==> config.mk <==
export PLATFORM = sky130hd
export DESIGN_NAME = decodeStage
export DESIGN_NICKNAME = d
export VERILOG_FILES = /design/src/common/decodePkg.sv /design/src/design/decode/immGen.sv /design/src/design/decode/instDecoder.sv /design/src/design/decodeStage.sv /design/src/design/instBuffer.sv /design/src/design/uopSplitter.sv
export SDC_FILE = /design/constraint.sdc
export NUM_CORES = 1
export LEC_CHECK = 0
export ABC_AREA = 1
export BUFFER_PORTS_ARGS = -buffer_cell sky130_fd_sc_hd__buf_2
export CAP_MARGIN = 30
export CORE_UTILIZATION = 53
export CTS_CLUSTER_SIZE = 16
export DETAILED_ROUTE_END_ITERATION = 8
export HOLD_SLACK_MARGIN = 0.02
export PLACE_DENSITY = 0.74
export SLEW_MARGIN = 20
export SYNTH_ARGS = -nofsm -noshare
export SYNTH_HDL_FRONTEND = slang
export SYNTH_SLANG_ARGS = --single-unit
export TNS_END_PERCENT = 10
==> constraint.sdc <==
create_clock -name clk -period 10.9 [get_ports clk]
set_input_delay 0 -clock clk [delete_from_list [all_inputs] [get_ports clk]]
set_output_delay 0 -clock clk [all_outputs]
set_load 0.01 [all_outputs]
==> src/common/decodePkg.sv <==
package decodePkg;

    localparam int wordW    = 32;
    localparam int regAddrW = 6;
    localparam int excCodeW = 20;

    typedef logic [wordW-1:0]    word_t;
    typedef logic [regAddrW-1:0] regAddr_t;

    // logical numbers, hi and lo sit above the gprs.
    localparam regAddr_t regRa = 6'd31;
    localparam regAddr_t regHi = 6'd32;
    localparam regAddr_t regLo = 6'd33;

    // major opcodes seen by both decoder and target logic.
    localparam logic [5:0] opcSpecial = 6'h00;
    localparam logic [5:0] opcRegimm  = 6'h01;
    localparam logic [5:0] opcJ       = 6'h02;
    localparam logic [5:0] opcJal     = 6'h03;
    localparam logic [5:0] opcBeq     = 6'h04;
    localparam logic [5:0] opcBne     = 6'h05;
    localparam logic [5:0] opcBlez    = 6'h06;
    localparam logic [5:0] opcBgtz    = 6'h07;

    // mdu pairs keep hi and lo adjacent.
    typedef enum logic [5:0] {
        UOP_NONE,
        UOP_ADD, UOP_ADDU, UOP_SUB, UOP_SUBU, UOP_SLT, UOP_SLTU,
        UOP_ADDI, UOP_ADDIU, UOP_SLTI, UOP_SLTIU,
        UOP_AND, UOP_OR, UOP_XOR, UOP_NOR, UOP_ANDI, UOP_ORI, UOP_XORI, UOP_LUI,
        UOP_SLL, UOP_SRL, UOP_SRA, UOP_SLLV, UOP_SRLV, UOP_SRAV,
        UOP_BEQ, UOP_BNE, UOP_BLEZ, UOP_BGTZ, UOP_BLTZ, UOP_BGEZ, UOP_BLTZAL, UOP_BGEZAL,
        UOP_J, UOP_JAL, UOP_JR, UOP_JALR,
        UOP_MFHI, UOP_MFLO, UOP_MTHI, UOP_MTLO,
        UOP_MULTHI, UOP_MULTLO, UOP_MULTUHI, UOP_MULTULO,
        UOP_DIVHI, UOP_DIVLO, UOP_DIVUHI, UOP_DIVULO,
        UOP_LB, UOP_LH, UOP_LW, UOP_LBU, UOP_LHU, UOP_SB, UOP_SH, UOP_SW,
        UOP_SYSCALL, UOP_BREAK, UOP_RESERVED
    } uopOp_e;

    typedef enum logic [1:0] {
        UNIT_ALU,
        UNIT_MDU,
        UNIT_LSU
    } unitClass_e;

    typedef enum logic [2:0] {
        ALU_NONE,
        ALU_ARITH,
        ALU_LOGIC,
        ALU_SHIFT,
        ALU_BRANCH,
        ALU_MOVE,
        ALU_MISC
    } aluClass_e;

    typedef enum logic [1:0] {
        BR_NONE,
        BR_COND,
        BR_JUMP,
        BR_JREG
    } branchKind_e;

    typedef enum logic [2:0] {
        IMM_NONE,
        IMM_SEXT,
        IMM_ZEXT,
        IMM_UPPER,
        IMM_SHAMT
    } immKind_e;

    typedef enum logic [1:0] {
        EXC_NONE,
        EXC_SYSCALL,
        EXC_BREAK,
        EXC_RESERVED
    } excKind_e;

    typedef struct packed {
        logic [5:0] opcode;
        logic [4:0] rs;
        logic [4:0] rt;
        logic [4:0] rd;
        logic [4:0] shamt;
        logic [5:0] funct;
    } instR_t;

    typedef struct packed {
        logic [5:0]  opcode;
        logic [4:0]  rs;
        logic [4:0]  rt;
        logic [15:0] imm16;
    } instI_t;

    typedef struct packed {
        logic [5:0]  opcode;
        logic [25:0] index26;
    } instJ_t;

    typedef union packed {
        instR_t r;
        instI_t i;
        instJ_t j;
    } instWord_u;

    typedef struct packed {
        word_t     pc;
        instWord_u inst;
    } fetchInst_t;

    typedef struct packed {
        word_t                pc;
        uopOp_e               op;
        unitClass_e           unit;
        aluClass_e            aluClass;
        regAddr_t             src0;
        regAddr_t             src1;
        regAddr_t             dst;
        logic                 src0En;
        logic                 src1En;
        logic                 dstEn;
        word_t                imm;
        branchKind_e          branchKind;
        word_t                branchTarget;
        excKind_e             excKind;
        logic [excCodeW-1:0]  excCode;
    } uop_t;

    typedef struct packed {
        uop_t       uop0;
        uop_t       uop1;
        logic [1:0] count;
    } uopPair_t;

endpackage

==> src/design/decode/immGen.sv <==
module immGen (
    input  decodePkg::fetchInst_t bufInst,
    input  decodePkg::immKind_e   immSel,
    output decodePkg::word_t      immValue,
    output decodePkg::word_t      branchTarget
);
    decodePkg::word_t pcPlus4;
    decodePkg::word_t sextImm;

    assign pcPlus4 = bufInst.pc + 32'd4;
    assign sextImm = {{16{bufInst.inst.i.imm16[15]}}, bufInst.inst.i.imm16};

    always_comb begin
        case (immSel)
            decodePkg::IMM_SEXT:  immValue = sextImm;
            decodePkg::IMM_ZEXT:  immValue = {16'h0, bufInst.inst.i.imm16};
            decodePkg::IMM_UPPER: immValue = {bufInst.inst.i.imm16, 16'h0};
            decodePkg::IMM_SHAMT: immValue = {27'h0, bufInst.inst.r.shamt};
            default:              immValue = '0;
        endcase
    end

    // jump register targets come from rs at execute.
    always_comb begin
        case (bufInst.inst.j.opcode)
            decodePkg::opcJ, decodePkg::opcJal: begin
                branchTarget = {pcPlus4[31:28], bufInst.inst.j.index26, 2'b00};
            end
            decodePkg::opcRegimm, decodePkg::opcBeq, decodePkg::opcBne,
            decodePkg::opcBlez, decodePkg::opcBgtz: begin
                branchTarget = pcPlus4 + {sextImm[29:0], 2'b00};
            end
            default: branchTarget = '0;
        endcase
    end

endmodule

==> src/design/decode/instDecoder.sv <==
module instDecoder (
    input  decodePkg::fetchInst_t bufInst,
    input  decodePkg::word_t      immValue,
    input  decodePkg::word_t      branchTarget,
    output decodePkg::immKind_e   immSel,
    output decodePkg::uopPair_t   decPair
);
    decodePkg::instR_t   rView;
    decodePkg::instI_t   iView;
    decodePkg::regAddr_t rs;
    decodePkg::regAddr_t rt;
    decodePkg::regAddr_t rd;
    decodePkg::uopOp_e   op;
    decodePkg::uopOp_e   opLo;
    decodePkg::uop_t     base;
    logic [1:0]          count;

    // en is {src0En, src1En, dstEn}.
    function automatic decodePkg::uop_t setRegs(
        decodePkg::uop_t     u,
        logic [2:0]          en,
        decodePkg::regAddr_t s0,
        decodePkg::regAddr_t s1,
        decodePkg::regAddr_t d
    );
        u.src0En = en[2];
        u.src1En = en[1];
        u.dstEn  = en[0];
        u.src0   = s0;
        u.src1   = s1;
        u.dst    = d;
        return u;
    endfunction

    assign rView = bufInst.inst.r;
    assign iView = bufInst.inst.i;
    assign rs    = {1'b0, rView.rs};
    assign rt    = {1'b0, rView.rt};
    assign rd    = {1'b0, rView.rd};

    // opcode, funct and rt table.
    always_comb begin
        op   = decodePkg::UOP_RESERVED;
        opLo = decodePkg::UOP_NONE;
        case (iView.opcode)
            decodePkg::opcSpecial: begin
                case (rView.funct)
                    6'h00: op = decodePkg::UOP_SLL;
                    6'h02: op = decodePkg::UOP_SRL;
                    6'h03: op = decodePkg::UOP_SRA;
                    6'h04: op = decodePkg::UOP_SLLV;
                    6'h06: op = decodePkg::UOP_SRLV;
                    6'h07: op = decodePkg::UOP_SRAV;
                    6'h08: op = decodePkg::UOP_JR;
                    6'h09: op = decodePkg::UOP_JALR;
                    6'h0c: op = decodePkg::UOP_SYSCALL;
                    6'h0d: op = decodePkg::UOP_BREAK;
                    6'h10: op = decodePkg::UOP_MFHI;
                    6'h11: op = decodePkg::UOP_MTHI;
                    6'h12: op = decodePkg::UOP_MFLO;
                    6'h13: op = decodePkg::UOP_MTLO;
                    6'h18: begin
                        op   = decodePkg::UOP_MULTHI;
                        opLo = decodePkg::UOP_MULTLO;
                    end
                    6'h19: begin
                        op   = decodePkg::UOP_MULTUHI;
                        opLo = decodePkg::UOP_MULTULO;
                    end
                    6'h1a: begin
                        op   = decodePkg::UOP_DIVHI;
                        opLo = decodePkg::UOP_DIVLO;
                    end
                    6'h1b: begin
                        op   = decodePkg::UOP_DIVUHI;
                        opLo = decodePkg::UOP_DIVULO;
                    end
                    6'h20: op = decodePkg::UOP_ADD;
                    6'h21: op = decodePkg::UOP_ADDU;
                    6'h22: op = decodePkg::UOP_SUB;
                    6'h23: op = decodePkg::UOP_SUBU;
                    6'h24: op = decodePkg::UOP_AND;
                    6'h25: op = decodePkg::UOP_OR;
                    6'h26: op = decodePkg::UOP_XOR;
                    6'h27: op = decodePkg::UOP_NOR;
                    6'h2a: op = decodePkg::UOP_SLT;
                    6'h2b: op = decodePkg::UOP_SLTU;
                    default: ;
                endcase
            end
            decodePkg::opcRegimm: begin
                case (iView.rt)
                    5'h00: op = decodePkg::UOP_BLTZ;
                    5'h01: op = decodePkg::UOP_BGEZ;
                    5'h10: op = decodePkg::UOP_BLTZAL;
                    5'h11: op = decodePkg::UOP_BGEZAL;
                    default: ;
                endcase
            end
            decodePkg::opcJ:    op = decodePkg::UOP_J;
            decodePkg::opcJal:  op = decodePkg::UOP_JAL;
            decodePkg::opcBeq:  op = decodePkg::UOP_BEQ;
            decodePkg::opcBne:  op = decodePkg::UOP_BNE;
            decodePkg::opcBlez: op = decodePkg::UOP_BLEZ;
            decodePkg::opcBgtz: op = decodePkg::UOP_BGTZ;
            6'h08: op = decodePkg::UOP_ADDI;
            6'h09: op = decodePkg::UOP_ADDIU;
            6'h0a: op = decodePkg::UOP_SLTI;
            6'h0b: op = decodePkg::UOP_SLTIU;
            6'h0c: op = decodePkg::UOP_ANDI;
            6'h0d: op = decodePkg::UOP_ORI;
            6'h0e: op = decodePkg::UOP_XORI;
            6'h0f: op = decodePkg::UOP_LUI;
            6'h20: op = decodePkg::UOP_LB;
            6'h21: op = decodePkg::UOP_LH;
            6'h23: op = decodePkg::UOP_LW;
            6'h24: op = decodePkg::UOP_LBU;
            6'h25: op = decodePkg::UOP_LHU;
            6'h28: op = decodePkg::UOP_SB;
            6'h29: op = decodePkg::UOP_SH;
            6'h2b: op = decodePkg::UOP_SW;
            default: ;
        endcase
    end

    // class, operands and immediate form per micro-operation.
    always_comb begin
        base      = '0;
        base.pc   = bufInst.pc;
        base.op   = op;
        base.unit = decodePkg::UNIT_ALU;
        immSel    = decodePkg::IMM_NONE;
        case (op)
            decodePkg::UOP_ADD, decodePkg::UOP_ADDU, decodePkg::UOP_SUB,
            decodePkg::UOP_SUBU, decodePkg::UOP_SLT, decodePkg::UOP_SLTU: begin
                base.aluClass = decodePkg::ALU_ARITH;
                base          = setRegs(base, 3'b111, rs, rt, rd);
            end
            decodePkg::UOP_AND, decodePkg::UOP_OR, decodePkg::UOP_XOR,
            decodePkg::UOP_NOR: begin
                base.aluClass = decodePkg::ALU_LOGIC;
                base          = setRegs(base, 3'b111, rs, rt, rd);
            end
            decodePkg::UOP_ADDI, decodePkg::UOP_ADDIU, decodePkg::UOP_SLTI,
            decodePkg::UOP_SLTIU: begin
                base.aluClass = decodePkg::ALU_ARITH;
                base          = setRegs(base, 3'b101, rs, '0, rt);
                immSel        = decodePkg::IMM_SEXT;
            end
            decodePkg::UOP_ANDI, decodePkg::UOP_ORI, decodePkg::UOP_XORI: begin
                base.aluClass = decodePkg::ALU_LOGIC;
                base          = setRegs(base, 3'b101, rs, '0, rt);
                immSel        = decodePkg::IMM_ZEXT;
            end
            decodePkg::UOP_LUI: begin
                base.aluClass = decodePkg::ALU_LOGIC;
                base          = setRegs(base, 3'b001, '0, '0, rt);
                immSel        = decodePkg::IMM_UPPER;
            end
            decodePkg::UOP_SLL, decodePkg::UOP_SRL, decodePkg::UOP_SRA: begin
                base.aluClass = decodePkg::ALU_SHIFT;
                base          = setRegs(base, 3'b101, rt, '0, rd);
                immSel        = decodePkg::IMM_SHAMT;
            end
            // shift amount comes from rs here.
            decodePkg::UOP_SLLV, decodePkg::UOP_SRLV, decodePkg::UOP_SRAV: begin
                base.aluClass = decodePkg::ALU_SHIFT;
                base          = setRegs(base, 3'b111, rt, rs, rd);
            end
            decodePkg::UOP_BEQ, decodePkg::UOP_BNE: begin
                base.aluClass   = decodePkg::ALU_BRANCH;
                base.branchKind = decodePkg::BR_COND;
                base            = setRegs(base, 3'b110, rs, rt, '0);
            end
            decodePkg::UOP_BLEZ, decodePkg::UOP_BGTZ, decodePkg::UOP_BLTZ,
            decodePkg::UOP_BGEZ: begin
                base.aluClass   = decodePkg::ALU_BRANCH;
                base.branchKind = decodePkg::BR_COND;
                base            = setRegs(base, 3'b100, rs, '0, '0);
            end
            decodePkg::UOP_BLTZAL, decodePkg::UOP_BGEZAL: begin
                base.aluClass   = decodePkg::ALU_BRANCH;
                base.branchKind = decodePkg::BR_COND;
                base            = setRegs(base, 3'b101, rs, '0, decodePkg::regRa);
            end
            decodePkg::UOP_J, decodePkg::UOP_JAL: begin
                base.aluClass   = decodePkg::ALU_BRANCH;
                base.branchKind = decodePkg::BR_JUMP;
                if (op == decodePkg::UOP_JAL) begin
                    base = setRegs(base, 3'b001, '0, '0, decodePkg::regRa);
                end
            end
            decodePkg::UOP_JR, decodePkg::UOP_JALR: begin
                base.aluClass   = decodePkg::ALU_BRANCH;
                base.branchKind = decodePkg::BR_JREG;
                base            = setRegs(base, {2'b10, op == decodePkg::UOP_JALR}, rs, '0,
                                          (op == decodePkg::UOP_JALR) ? rd : '0);
            end
            decodePkg::UOP_MFHI, decodePkg::UOP_MFLO: begin
                base.aluClass = decodePkg::ALU_MOVE;
                base          = setRegs(base, 3'b101, (op == decodePkg::UOP_MFHI) ?
                                        decodePkg::regHi : decodePkg::regLo, '0, rd);
            end
            decodePkg::UOP_MTHI, decodePkg::UOP_MTLO: begin
                base.aluClass = decodePkg::ALU_MOVE;
                base          = setRegs(base, 3'b101, rs, '0, (op == decodePkg::UOP_MTHI) ?
                                        decodePkg::regHi : decodePkg::regLo);
            end
            decodePkg::UOP_MULTHI, decodePkg::UOP_MULTUHI, decodePkg::UOP_DIVHI,
            decodePkg::UOP_DIVUHI: begin
                base.unit = decodePkg::UNIT_MDU;
                base      = setRegs(base, 3'b111, rs, rt, decodePkg::regHi);
            end
            decodePkg::UOP_LB, decodePkg::UOP_LH, decodePkg::UOP_LW,
            decodePkg::UOP_LBU, decodePkg::UOP_LHU: begin
                base.unit = decodePkg::UNIT_LSU;
                base      = setRegs(base, 3'b101, rs, '0, rt);
                immSel    = decodePkg::IMM_SEXT;
            end
            decodePkg::UOP_SB, decodePkg::UOP_SH, decodePkg::UOP_SW: begin
                base.unit = decodePkg::UNIT_LSU;
                base      = setRegs(base, 3'b110, rs, rt, '0);
                immSel    = decodePkg::IMM_SEXT;
            end
            decodePkg::UOP_SYSCALL, decodePkg::UOP_BREAK: begin
                base.aluClass = decodePkg::ALU_MISC;
                base.excKind  = (op == decodePkg::UOP_SYSCALL) ?
                                decodePkg::EXC_SYSCALL : decodePkg::EXC_BREAK;
                base.excCode  = {rView.rs, rView.rt, rView.rd, rView.shamt};
            end
            default: begin
                base.aluClass = decodePkg::ALU_MISC;
                base.excKind  = decodePkg::EXC_RESERVED;
            end
        endcase
    end

    // the all-zero word emits nothing.
    assign count = (rView == '0) ? 2'd0 :
                   (opLo != decodePkg::UOP_NONE) ? 2'd2 : 2'd1;

    always_comb begin
        decPair       = '0;
        decPair.count = count;
        if (count != 2'd0) begin
            decPair.uop0     = base;
            decPair.uop0.imm = immValue;
            if (base.branchKind != decodePkg::BR_NONE) begin
                decPair.uop0.branchTarget = branchTarget;
            end
        end
        // lo half repeats the sources.
        if (count == 2'd2) begin
            decPair.uop1     = base;
            decPair.uop1.op  = opLo;
            decPair.uop1.dst = decodePkg::regLo;
        end
    end

endmodule

==> src/design/decodeStage.sv <==
module decodeStage (
    input  logic                  clk,
    input  logic                  arstN,
    input  logic                  inValid,
    output logic                  inReady,
    input  decodePkg::fetchInst_t inInst,
    output logic                  outValid,
    input  logic                  outReady,
    output decodePkg::uop_t       outUop
);
    logic                  bufValid;
    logic                  bufTake;
    decodePkg::fetchInst_t bufInst;
    decodePkg::uopPair_t   decPair;
    decodePkg::immKind_e   immSel;
    decodePkg::word_t      immValue;
    decodePkg::word_t      branchTarget;

    instBuffer uInstBuffer (
        .clk      (clk),
        .arstN    (arstN),
        .inValid  (inValid),
        .inInst   (inInst),
        .inReady  (inReady),
        .bufValid (bufValid),
        .bufInst  (bufInst),
        .bufTake  (bufTake)
    );

    instDecoder uInstDecoder (
        .bufInst      (bufInst),
        .immValue     (immValue),
        .branchTarget (branchTarget),
        .immSel       (immSel),
        .decPair      (decPair)
    );

    immGen uImmGen (
        .bufInst      (bufInst),
        .immSel       (immSel),
        .immValue     (immValue),
        .branchTarget (branchTarget)
    );

    uopSplitter uUopSplitter (
        .clk      (clk),
        .arstN    (arstN),
        .bufValid (bufValid),
        .decPair  (decPair),
        .bufTake  (bufTake),
        .outValid (outValid),
        .outUop   (outUop),
        .outReady (outReady)
    );

endmodule

==> src/design/instBuffer.sv <==
module instBuffer (
    input  logic                  clk,
    input  logic                  arstN,
    input  logic                  inValid,
    input  decodePkg::fetchInst_t inInst,
    output logic                  inReady,
    output logic                  bufValid,
    output decodePkg::fetchInst_t bufInst,
    input  logic                  bufTake
);

    // refill in the same cycle the entry moves on.
    assign inReady = !bufValid || bufTake;

    always_ff @(posedge clk or negedge arstN) begin
        if (!arstN) begin
            bufValid <= 1'b0;
        end else if (inReady) begin
            bufValid <= inValid;
        end
    end

    always_ff @(posedge clk) begin
        if (inValid && inReady) begin
            bufInst <= inInst;
        end
    end

endmodule

==> src/design/uopSplitter.sv <==
module uopSplitter (
    input  logic                clk,
    input  logic                arstN,
    input  logic                bufValid,
    input  decodePkg::uopPair_t decPair,
    output logic                bufTake,
    output logic                outValid,
    output decodePkg::uop_t     outUop,
    input  logic                outReady
);
    decodePkg::uopPair_t pair;
    logic [1:0]          left;
    logic                outFire;
    logic                lastOut;

    assign outValid = left != 2'd0;
    assign outFire  = outValid && outReady;
    assign lastOut  = outFire && left == 2'd1;
    assign bufTake  = bufValid && (!outValid || lastOut);

    // lo half of a pair once one is left.
    assign outUop = (pair.count == 2'd2 && left == 2'd1) ? pair.uop1 : pair.uop0;

    // a count of zero loads and leaves at once.
    always_ff @(posedge clk or negedge arstN) begin
        if (!arstN) begin
            left <= 2'd0;
        end else if (bufTake) begin
            left <= decPair.count;
        end else if (outFire) begin
            left <= left - 2'd1;
        end
    end

    always_ff @(posedge clk) begin
        if (bufTake) begin
            pair <= decPair;
        end
    end

endmodule

==> summary.txt <==
Die
  – Top-level I/O count: 222
  – Initial cell density of the core: 54.07%
  – Cell Rows: 63
  – Die Y: 176.4 um
  – CORE AREA: 29,800 um2
  – DIE AREA: 31,100 um2
  – Die X: 176.4 um

CTS
  – Depth of the CTS H-tree: 1
  – Hold buffers post-CTS: 70
  – Clock Sinks: 300
  – Clock-pin slew on the worst setup and hold paths: 60 ps
  – Post-CTS Resized: 0
  – TritonCTS Buffers: 30
  – Clock Tree Root: clkbuf_16
  – CTS tree: yes
  – Clock tree buffer depth: 3
  – Setup Fix Bufs, Post-CTS: 0
  – Clk Latency, worst-skew pair: 560 ps

GRT
  – Vias in the first global route: 12.84k
  – Total grt overflow: 0
  – Pin count of the biggest net entering global routing: 87
  – Global-route wire length before repair: 69.10 mm
  – Initial antenna violation count: 0
  – Total Routing Usage GR: 28.92%

Routing
  – 1st-iter DRT viols: 1,270
  – ANT nets after route: 0
  – DR WL/cell: 17.62 um
  – WL final: 45.20 mm
  – Drt first pass iters: 6
  – DRC Markers: 0
  – Vias per std cell: 5.313
  – Via count: 13.63k

Logic synthesis
  – Cells after Synth: 1,841
  – Largest family of logic cells by synthesized area: simple AND/OR/NAND/NOR gates
  – Multiplexer area fraction after synthesis: 0%
  – Syn avg cell area: 8.752 um2
  – Xor and xnor area share after synthesis: 1.848%
  – Yosys cell types: 49
  – Adder-cell share of the synthesized area: 2.609%
  – Ys async rst share: 1.000%
  – Synth warn: 0
  – Flops & latches, synth: 300
  – Post-synthesis sequential area ratio: 55.82%
  – Post-synth EDFFs: 297
  – Synth Area in Simple Gates: 25.90%
  – Compound-cell area share of the yosys netlist: 5.980%
  – Cell area after synthesis: 16,110 um2
  – Ys flop type: edfxtp_1

Power
  – LEAKAGE: 9.159 nW
  – Switch share: 39.21%
  – VDD IR-drop max: 160.7 uV
  – Pint: 2.942 mW
  – Clock network power share: 19.5%
  – Psw: 1.898 mW
  – Combinational share of power: 39.7%
  – Sequential power share: 40.8%
  – Power Density: 249.7 nW/um2

Worst setup path
  – Reg2reg path depth: 23
  – Critical Path Stages: 23
  – RR Startpoint: uInstBuffer.bufInst[36]
  – Worst setup path endpoint: uUopSplitter.pair[207]
  – CP Max Fanout: 5
  – Worst-path cell chain: nand3_1, nor2_1, nand2_1, nor3_2, nand3_1, nor2_1, nand3_1, nor2_1, nand3_1, nor2_1, nand2_1, nor3_1, xor2_1, inv_1, ha_1, nand2_1, o21ai_0, a221oi_1, o221ai_1, o21ai_0, o21ai_0, nand2_1, inv_1
  – Slowest cell on crit path: edfxtp_1
  – Critical path type: flop to flop
  – Worst path max stage delay: 400 ps
  – Worst R2R Setup Slack: 6610 ps
  – CP startpoint kind: flop
  – CP required: 11,220 ps
  – Crit path from: uInstBuffer.bufInst[36]
  – CP arrival: 4610 ps
  – Bufs and invs on worst path: 2
  – CP top delay family: simple AND/OR/NAND/NOR gates
  – Reg-to-reg endpoint: uUopSplitter.pair[207]
  – Crit end category: flop

Final layout
  – # diodes: 0
  – Most common cell after layout, fill and taps aside: nand2_1
  – Post-layout instance area: 19,380 um2
  – Area growth syn-to-layout: 20.30%
  – Fin nets: 2,258
  – Most frequent cells in the layout: 485 x nand2_1, 297 x edfxtp_1, 263 x inv_1
  – Share of cells above drive strength 1: 16.08%

Timing
  – Setup WS post-layout: 6609 ps
  – Slew headroom: 40.58%
  – Period utilisation layout: 39.36%
  – Final setup skew: 9.658 ps
  – Final hold vios: 0
  – RSZ-0062 raised after global routing: false
  – Setup TNS Final: 0 ps
  – Setup violations, final: 0
  – Tmin final: 4291 ps
  – Final slew viol count: 0
  – FMAX: 233.1 MHz
  – Slew @ Worst Pin: 891.3 ps

Placement
  – Post-Place Worst Slack: 6635 ps
  – RePlAce Congestion: 0.8933
  – I/O Buffers: 220
  – Post-DP HPWL: 32.02 mm
  – DP Area: 17,730 um2

Status
  – Outcome: complete, no violations

Flow run
  – Max-cap viol count: 0

Hold path
  – HP Class: input pin to flop
## worst reg2reg max path: cells and delay by family (launching register included)
kind / cells / cell delay (ps)
and+or+nand+nor: 14 / 2150
DFF: 1 / 400
adders and majority gates: 1 / 350
xor gates and xnor gates: 1 / 170
buffers and inverters: 2 / 100
AOI/OAI and AO/OA: 5 / 890
## worst min-delay path by stage
stage | startpoint | slack [ps] | endpoint | cells past startpoint
global route | inInst[14] | 140 | uInstBuffer.bufInst[14] | 2
global placement | arstN | -200 | uInstBuffer.bufValid | 1
detailed placement | arstN | -200 | uInstBuffer.bufValid | 1
floorplan | arstN | -300 | uInstBuffer.bufValid | 0
finish | inInst[56] | 150 | uInstBuffer.bufInst[56] | 2
CTS | inInst[14] | 120 | uInstBuffer.bufInst[14] | 2
## synthesized netlist by cell type (10+ instances only)
library cell	instances	share of area [%]
inv_2	16	0.37
nand2_2	16	0.62
nor3_1	54	1.7
xor2_1	30	1.6
inv_1	264	6.2
or2_2	10	0.39
nor2_2	14	0.54
edfxtp_1	297	55
nand4_1	18	0.70
ha_1	32	2.5
o21ai_0	55	1.7
nor2_1	247	5.8
a21oi_1	62	1.9
clkbuf_1	42	0.98
o22ai_1	20	0.78
nor4_1	11	0.43
nand3_1	90	2.8
nand2_1	485	11
## through the flow
step	power, mW	hold WS, ps	util (%)	instances
final	4.839	148.0	65.05	2566
after global routing	5.127	143.7	65.05	2566
after CTS	4.794	122.6	64.77	2563
after detailed placement	3.838	-195.9	59.49	2442
after global placement	3.806	-200.0	59.43	2440
after floorplan	3.248	-295.6	-	1870
## power groups by stage
stage / sequential, mW / combinational (mW) / clock [mW]
floorplan: 2.02 / 1.22 / 0
global placement: 1.99 / 1.82 / 0
detailed placement: 2.00 / 1.84 / 0
CTS: 1.98 / 1.87 / 0.946
global route: 2.01 / 2.13 / 0.992
finish: 1.97 / 1.92 / 0.943
## logic make-up after synthesis
kind of cell    after synthesis
compound gates              170
xor+xnor                     34
buf+inv                     331
simple gates                972
flops                       300
fa+ha+maj                    33
other cells                   1
## flip-flops by register name, indices dropped and copies added, names as in the netlist
register	count
uUopSplitter.pair	233
uInstBuffer.bufInst	64
uInstBuffer.bufValid	1
uUopSplitter.left	2
## cell type report
type / count / area [um2]
Tap cell: 390 / 488.0
Fill cell: 2503 / 10410
Inverter: 280 / 1052
Clock buffer: 39 / 784.5
Clock inverter: 12 / 87.58
Multi-Input combinational cell: 1239 / 5991
Timing Repair Buffer: 306 / 1986
Sequential cell: 300 / 8994
## routing by layer
metal	track usage [%]	share of wire (%)	wire, um	vias to the layer above
met2	46.47	46	20640	623
li1	-	-	-	6633
met5	0	0	0	-
met1	41.28	44	19860	6305
met4	8.477	2.6	1197	0
met3	3.553	7.8	3505	73
(Power assumes the default switching activity.)
